--- config.mk ---
export PLATFORM = sky130hd
export DESIGN_NAME = icache_ctrl
export DESIGN_NICKNAME = d
export VERILOG_FILES = /design/src/logic/axi_pkg.sv /design/src/logic/icache_pkg.sv /design/src/logic/icache_ctrl.sv
export VERILOG_INCLUDE_DIRS = /design/src /design/src/logic
export SDC_FILE = /design/constraint.sdc
export NUM_CORES = 1
export LEC_CHECK = 0
export BUFFER_PORTS_ARGS = -buffer_cell sky130_fd_sc_hd__buf_2
export CORE_MARGIN = 2
export CORE_UTILIZATION = 33
export CTS_CLUSTER_DIAMETER = 120
export CTS_CLUSTER_SIZE = 16
export DETAILED_ROUTE_END_ITERATION = 10
export GPL_TIMING_DRIVEN = 0
export PLACE_DENSITY_LB_ADDON = 0.08
export REMOVE_ABC_BUFFERS = 1
export SETUP_SLACK_MARGIN = 0.5
export SYNTH_ARGS = -nofsm -noshare
export SYNTH_HDL_FRONTEND = slang
export SYNTH_SLANG_ARGS = --single-unit
--- constraint.sdc ---
create_clock -name clk -period 7.6 [get_ports clk]
set_input_delay 0.38 -clock clk [delete_from_list [all_inputs] [get_ports clk]]
set_output_delay 0.38 -clock clk [all_outputs]
set_load 0.01 [all_outputs]
--- src/logic/icache_settings.svh ---
`ifndef ICACHE_SETTINGS_SVH
`define ICACHE_SETTINGS_SVH

// cache geometry
`define ICACHE_WAYS 4
`define ICACHE_SETS 128
`define ICACHE_LINE_WORDS 8

// datapath widths
`define ICACHE_WORD_BITS 32
`define ICACHE_ADDR_BITS 32

// one refill burst covers a whole line
`define ICACHE_BURST_BEATS `ICACHE_LINE_WORDS

`endif

--- src/logic/axi_pkg.sv ---
`default_nettype none

package axi_pkg;

    // beats minus one
    typedef logic [7:0] len_t;

    typedef enum logic [1:0] {
        FIXED = 2'b00,
        INCR  = 2'b01
    } burst_t;

endpackage

`default_nettype wire

--- src/logic/icache_pkg.sv ---
`default_nettype none

`include "icache_settings.svh"

package icache_pkg;

    localparam int BYTE_BITS   = $clog2(`ICACHE_WORD_BITS / 8);
    localparam int OFFSET_BITS = $clog2(`ICACHE_LINE_WORDS);
    localparam int SET_BITS    = $clog2(`ICACHE_SETS);
    localparam int TAG_BITS    = `ICACHE_ADDR_BITS - SET_BITS - OFFSET_BITS - BYTE_BITS;

    typedef logic [`ICACHE_ADDR_BITS-1:0] addr_t;
    typedef logic [`ICACHE_WORD_BITS-1:0] word_t;
    typedef logic [TAG_BITS-1:0] tag_t;
    typedef logic [SET_BITS-1:0] set_t;
    typedef logic [OFFSET_BITS-1:0] offset_t;
    typedef logic [$clog2(`ICACHE_WAYS)-1:0] way_t;
    typedef logic [`ICACHE_WAYS-1:0] way_mask_t;

    function automatic set_t set_of(addr_t a);
        return a[BYTE_BITS+OFFSET_BITS +: SET_BITS];
    endfunction

    function automatic tag_t tag_of(addr_t a);
        return a[`ICACHE_ADDR_BITS-1 -: TAG_BITS];
    endfunction

    function automatic offset_t offset_of(addr_t a);
        return a[BYTE_BITS +: OFFSET_BITS];
    endfunction

    // first byte of the line holding a
    function automatic addr_t line_base(addr_t a);
        return {a[`ICACHE_ADDR_BITS-1:OFFSET_BITS+BYTE_BITS], {(OFFSET_BITS+BYTE_BITS){1'b0}}};
    endfunction

endpackage

`default_nettype wire

--- src/logic/icache_ctrl.sv ---
`timescale 1ns/1ns
`default_nettype none

`include "icache_settings.svh"

module icache_ctrl (
    input  wire                        clk,
    input  wire                        rst,
    input  wire                        req,
    input  wire icache_pkg::addr_t     addr,
    input  wire                        cacheable,
    output logic                       ready,
    output logic                       data_ok,
    output icache_pkg::word_t          rdata,
    output icache_pkg::addr_t          lookup_addr,
    input  wire icache_pkg::way_mask_t hit_mask,
    input  wire icache_pkg::word_t     hit_word,
    output logic                       refill_we,
    output icache_pkg::offset_t        refill_offset,
    output icache_pkg::word_t          refill_word,
    output logic                       tag_we,
    output logic                       touch,
    output logic                       arvalid,
    input  wire                        arready,
    output icache_pkg::addr_t          araddr,
    output axi_pkg::len_t              arlen,
    output axi_pkg::burst_t            arburst,
    input  wire                        rvalid,
    input  wire icache_pkg::word_t     rdata_bus,
    input  wire                        rlast
);

    typedef enum logic [2:0] {
        ST_IDLE,
        ST_LOOKUP,
        ST_ADDR,
        ST_DATA,
        ST_UPDATE
    } state_t;

    state_t              state;
    icache_pkg::addr_t   addr_r;
    logic                cacheable_r;
    icache_pkg::offset_t beat;
    icache_pkg::word_t   word_r;
    logic                hit;

    assign hit = |hit_mask;

    always_ff @(posedge clk) begin
        if (rst) begin
            state       <= ST_IDLE;
            cacheable_r <= 1'b0;
            beat        <= '0;
        end else begin
            case (state)
                ST_IDLE: begin
                    if (req) begin
                        cacheable_r <= cacheable;
                        beat        <= '0;
                        state       <= cacheable ? ST_LOOKUP : ST_ADDR;
                    end
                end
                ST_LOOKUP: begin
                    state <= hit ? ST_IDLE : ST_ADDR;
                end
                ST_ADDR: begin
                    if (arready) begin
                        state <= ST_DATA;
                    end
                end
                ST_DATA: begin
                    if (rvalid) begin
                        beat <= beat + 1'b1;
                        // uncached reads are a single beat
                        if (rlast || !cacheable_r) begin
                            state <= ST_UPDATE;
                        end
                    end
                end
                default: begin
                    state <= ST_IDLE;
                end
            endcase
        end
    end

    always_ff @(posedge clk) begin
        if (state == ST_IDLE && req) begin
            addr_r <= addr;
        end
        // keep the requested word as it streams past
        if (state == ST_DATA && rvalid &&
            (!cacheable_r || beat == icache_pkg::offset_of(addr_r))) begin
            word_r <= rdata_bus;
        end
    end

    assign ready       = state == ST_IDLE;
    assign lookup_addr = (state == ST_IDLE) ? addr : addr_r;

    assign data_ok = (state == ST_LOOKUP && hit) || state == ST_UPDATE;
    assign rdata   = (state == ST_LOOKUP) ? hit_word : word_r;

    assign refill_we     = state == ST_DATA && rvalid && cacheable_r;
    assign refill_offset = beat;
    assign refill_word   = rdata_bus;
    assign tag_we        = state == ST_UPDATE && cacheable_r;
    assign touch         = (state == ST_LOOKUP && hit) || tag_we;

    assign arvalid = state == ST_ADDR;
    assign araddr  = cacheable_r ? icache_pkg::line_base(addr_r) : addr_r;
    assign arlen   = cacheable_r ? axi_pkg::len_t'(`ICACHE_BURST_BEATS - 1) : '0;
    assign arburst = cacheable_r ? axi_pkg::INCR : axi_pkg::FIXED;

    a_ar_hold : assert property (@(posedge clk) disable iff (rst)
        arvalid && !arready |=> arvalid && $stable(araddr));

    // no read beat may still be arriving when the word goes back
    a_no_ok_during_beat : assert property (@(posedge clk) disable iff (rst)
        data_ok |-> !rvalid);

endmodule

`default_nettype wire

==> flow_summary.ini, run 1 <==
[power]
power.static_leakage_nw = 2.23
p_sw_uw = 302
p_per_area_nw_per_um2 = 229
combPwrFrac = 0.226
swShare = 0.265
p_total_mw = 1.14
peakVddDrop_v = 0.0000883
seq_power_share = 0.412
p_int_uw = 839
p_clk_frac = 0.362

[floorplan]
num_rows = 39
start_util = 0.334
ios = 254
dieWidth_um = 111
fp.coreArea_um2 = 11300
fp.dieH_um = 111
dieArea_um2 = 12300

[place]
gp_congestion = 0.835
dp_hpwl_um = 6880
placed_area_um2 = 4680
io_buffers = 247
placedCellCount = 584

[logic_synthesis]
syn-cell-area_um2 = 3770
synth_edf_count = 64
ys_types = 32
synth_top_flop_cell = edfxtp_1
ys_ff_latch = 71
yosysSeqAreaShare = 0.547
async_flop_share = 0
syn-instance-count = 263
yosys_warnings = 0
synth_area_per_cell_um2 = 14.3

[sta]
max_freq_mhz = 347
report.final.slew_viol_count = 0
rsz0062_at_grt = no
slew-limit-headroom = 0.445
fin_skew_ps = 9.59
period_needed_ps = 2880
finalHoldViolations = 0
worst_pin_slew_ps = 832
setup_tns_ps = 0
period_share = 0.379
setup_viol = 0

[worst_hold_path]
hp-class = in -> reg

[clock_tree]
cts_hold_buf = 0
clkTransAtPathRegs_ps = 60
cts_buffers = 9
cts_resized = 0
clkSinkCount = 71
cts_root_buf = clkbuf_16
clock_latency_ps = 330
tritoncts = done
htreeDepth = 3
cts_buffer_depth = 2
cts_setup_buffers = 0

[routing]
drtIter0Drc = 48
routed-via-count = 2570
ant_nets = 0
routedWlPerCell_um = 14.2
viasPerCell = 4.28
drt_pass1_iterations = 4
route.detailed.drc = 0
wl_um = 8550

[worst_setup_path]
cp.arrival_ps = 2500
crit_type = reg -> out
cp-start-kind = flop
critPathMaxFanout = 19
end_kind = output port
required_ps = 7220

[finish]
nets = 560
antenna_cells = 0
layout-drive-gt1-share = 0.733
fin_util = 0.442
mostFrequentLayoutCell = buf_2
syn_to_final_growth_pct = 32.1
final_cells = 600
nFillCells = 1064
most-common-layout-cells = 247 x buf_2, 64 x edfxtp_1, 62 x mux2_2
finalInstanceArea_um2 = 4980

[global_route]
grt_max_degree = 31
grt_first_pass_wirelength_um = 12800
grt_pass1_vias = 2432
antenna_found_initial = 0
grtUsageTotal = 0.134
overflow = 0

[run_status]
status = completed

[job]
maxCapViolations = 0
-- cell families after synthesis --
kind of cell,Yosys count,share of synthesized area
DFF,71,0.547
buffers and inverters,81,0.166
and+or+nand+nor,31,0.0614
other,1,0.000995
xor gates and xnor gates,3,0.00698
adders and majority gates,1,0.00332
AOI/OAI and AO/OA,9,0.0169
muxes,66,0.197
-- per-stage QoR --
stage	hold WS [ps]	setup slack, ps
5_1_grt	230	4540
2_1_floorplan	452	4750
6_report	236	4720
3_5_place_dp	569	5010
3_3_place_gp	555	3880
4_1_cts	225	4660
-- critical path, stage by stage, from the launching register on --
cell     delay [ps]
dfxtp_1         640
nor3b_4         790
buf_16          240
mux2_2          360
buf_2           140
-- worst paths after layout --
kind | start | to | slack, ps | cells after the start
worst max-delay path | state[0] | rdata[25] | 4720 | 4
worst min-delay path | addr[25] | addr_r[25] | 240 | 1
worst max register to register | state[1] | addr_r[13] | 5580 | 3
worst min register to register | refill_offset[1] | refill_offset[1] | 580 | 1
-- sequential cells by signal, indices dropped and copies added (netlist names) --
register and flops:
refill_offset 3, word_r 32, cacheable_r 1, addr_r 32, state 3
-- layer usage --
layer | track usage | part of all wire
met1 | 0.158 | 0.40
met2 | 0.235 | 0.50
met3 | 0.0355 | 0.094
met4 | 0.0500 | 0.012
met5 | 0 | 0
-- cells in the mapped netlist, types with 2 or more instances --
library cell,instances,area [um^2]
inv_1,2,7.51
mux2_2,62,698
xnor2_1,3,26.3
buf_2,2,10.0
nor3b_1,4,30.0
buf_6,8,90.1
nor2b_1,6,37.5
edfxtp_1,64,1920
a211o_1,2,17.5
o21ai_0,2,10.0
buf_4,69,518
nand2b_1,3,18.8
nand3_1,2,10.0
nor2_1,4,15.0
nand2_1,3,11.3
dfxtp_1,7,140
mux2_1,3,33.8
a21oi_1,2,10.0
nor3_1,2,10.0
-- area by class of cell --
| cell class | count | area (um^2) | share of cell area |
|---|---|---|---|
| flip-flops and latches | 71 | 2060 | 0.414 |
| clock inverters | 7 | 72.6 | 0.0146 |
| clock buffers | 9 | 225 | 0.0452 |
| well taps | 143 | 179 | 0.0359 |
| multi-input cells | 116 | 1110 | 0.223 |
| inverters | 2 | 7.51 | 0.00151 |
| repair buffers | 252 | 1320 | 0.265 |
-- power groups by stage --
stage | combinational (mW) | sequential, mW | clock, mW
6_report | 0.258 | 0.470 | 0.413
5_1_grt | 0.279 | 0.473 | 0.443
4_1_cts | 0.263 | 0.470 | 0.428
3_5_place_dp | 0.262 | 0.477 | 0
3_3_place_gp | 0.252 | 0.479 | 0
2_1_floorplan | 0.124 | 0.482 | 0
(Power assumes the default switching activity.)
==> run 2, diff against run 1 <==
==> constraint.sdc (replaced) <==
create_clock -name clk -period 2.5 [get_ports clk]
set_input_delay 0.125 -clock clk [delete_from_list [all_inputs] [get_ports clk]]
set_output_delay 0.125 -clock clk [all_outputs]
set_load 0.01 [all_outputs]
==> run 2 against run 1 <==
Compared with the run above: setup slack worse by 4100 ps; clock skew barely moved; cell area grew 13%; sequential cell count unchanged; cell count rose by 11%; sequential share of layout area fell by 4.8 points; utilization up 5.9 points; largest cell class unchanged; routed wire length rose by 12%; critical endpoint is now rdata[8]; first-iteration DRC count rose by 56%.
==> flow_summary.ini, run 2 (synthesis results as in run 1) <==
[sta]
holdWs_ps = 17.7
rsz0062_at_grt = no
period_share = 0.768
setup_viol = 0
slew-limit-headroom = 0.664
period_needed_ps = 1920
fin_skew_ps = 9.15
report.final.slew_viol_count = 0
max_freq_mhz = 521
finalHoldViolations = 0
worst_pin_slew_ps = 504

[routing]
routedWlPerCell_um = 14.4
route.detailed.drc = 0
ant_nets = 0
drtIter0Drc = 75
drt_pass1_iterations = 4
wl_um = 9600
routed-via-count = 2859
viasPerCell = 4.29

[worst_setup_path]
cp_slowest_cell = dfxtp_2
crit_family = flip-flops
crit_type = reg -> out
cp.arrival_ps = 1790
required_ps = 2380
cp-start-kind = flop
crit_chain = nor3b_4 > buf_16 > mux2_2 > buf_2
end_kind = output port
critPathMaxFanout = 19
cp_num_buf_inv = 2
slowest_delay_ps = 410

[clock_tree]
htreeDepth = 3
cts_buffer_depth = 2
clkSinkCount = 71
cts_buffers = 9
clock_latency_ps = 330
tritoncts = done
cts_root_buf = clkbuf_16
clkTransAtPathRegs_ps = 60

[finish]
nets = 626
multi_input_comb_area_um2 = 1110
nFillCells = 983
syn_to_final_growth_pct = 49.9
layout-drive-gt1-share = 0.663
final_cells = 666
most-common-layout-cells = 247 x buf_2, 64 x edfxtp_1, 62 x mux2_2
mostFrequentLayoutCell = buf_2
largest_registers = addr_r x32, word_r x32
antenna_cells = 0
seqCellArea_um2 = 2070

[global_route]
grt_first_pass_wirelength_um = 14600
grt_pass1_vias = 2857
grtUsageTotal = 0.151
overflow = 0
antenna_found_initial = 0
grt_max_degree = 31

[run_status]
status = completed

[floorplan]
fp.coreArea_um2 = 11300
dieArea_um2 = 12300
num_rows = 39
fp.dieH_um = 111
start_util = 0.334
ios = 254
dieWidth_um = 111

[worst_hold_path]
hp-class = in -> reg

[power]
p_per_area_nw_per_um2 = 635
power.static_leakage_nw = 2.52
p_total_mw = 3.59
peakVddDrop_v = 0.000266

[place]
dp_hpwl_um = 6880
io_buffers = 247
gp_congestion = 0.835
placedCellCount = 584

[job]
maxCapViolations = 0
-- run 2: cell types whose count changed in the layout (fill, tap and decap cells not counted), sizes merged --
| cell | before | now |
|---|---|---|
| buf | 252 | 261 |
| dlygate4sd3 | 0 | 57 |
-- run 2: what timing repair did --
| item | in CTS | in global routing |
|---|---|---|
| resized for setup | 4 | 0 |
| hold buffers | 56 | 1 |
| buffers inserted | 2 | 7 |
| endpoints found under the setup margin | 74 | 15 |
| pin swaps | 2 | 1 |
| hold endpoints to repair | 56 | 1 |
-- run 2: final cells by class --
cell class                 instances  area share
clock buffer                       9      0.0399
sequential                        71       0.366
multi-input combinational        116       0.197
timing repair buffer             318       0.351
clock inverter                     7      0.0129
tap                              143      0.0317
inverter                           2     0.00133
-- run 2: metrics by stage --
stage	area, um^2	TNS, ps	setup slack, ps	util
6_report	5650	0	581	0.501
3_3_place_gp	4580	-48990	-1220	0.407
2_1_floorplan	3170	-11140	-348	-
4_1_cts	5570	0	535	0.494
3_5_place_dp	4680	0	169	0.415
5_1_grt	5650	0	508	0.501
-- run 2: worst paths after layout --
kind | startpoint | end | slack (ps) | cells after the start
worst max-delay path | state[1] | rdata[8] | 580 | 4
worst min-delay path | rdata_bus[11] | word_r[11] | 20 | 1
worst max register to register | state[1] | addr_r[13] | 940 | 4
worst min register to register | refill_offset[1] | refill_offset[1] | 580 | 1
-- run 2: layer usage --
metal | GRT usage | wire, um | vias up
li1 | - | - | 1388
met1 | 0.166 | 3700 | 1292
met2 | 0.276 | 4950 | 163
met3 | 0.0383 | 765 | 16
met4 | 0.0642 | 192 | 0
met5 | 0 | 0 | -
-- run 2: where the power goes --
group          leakage, nW  switching, mW  total (mW)  internal [mW]
sequential           0.652         0.0515        1.43           1.38
combinational         1.73          0.412       0.909          0.496
clock                0.142          0.479        1.25          0.773
total                 2.52          0.943        3.59           2.64
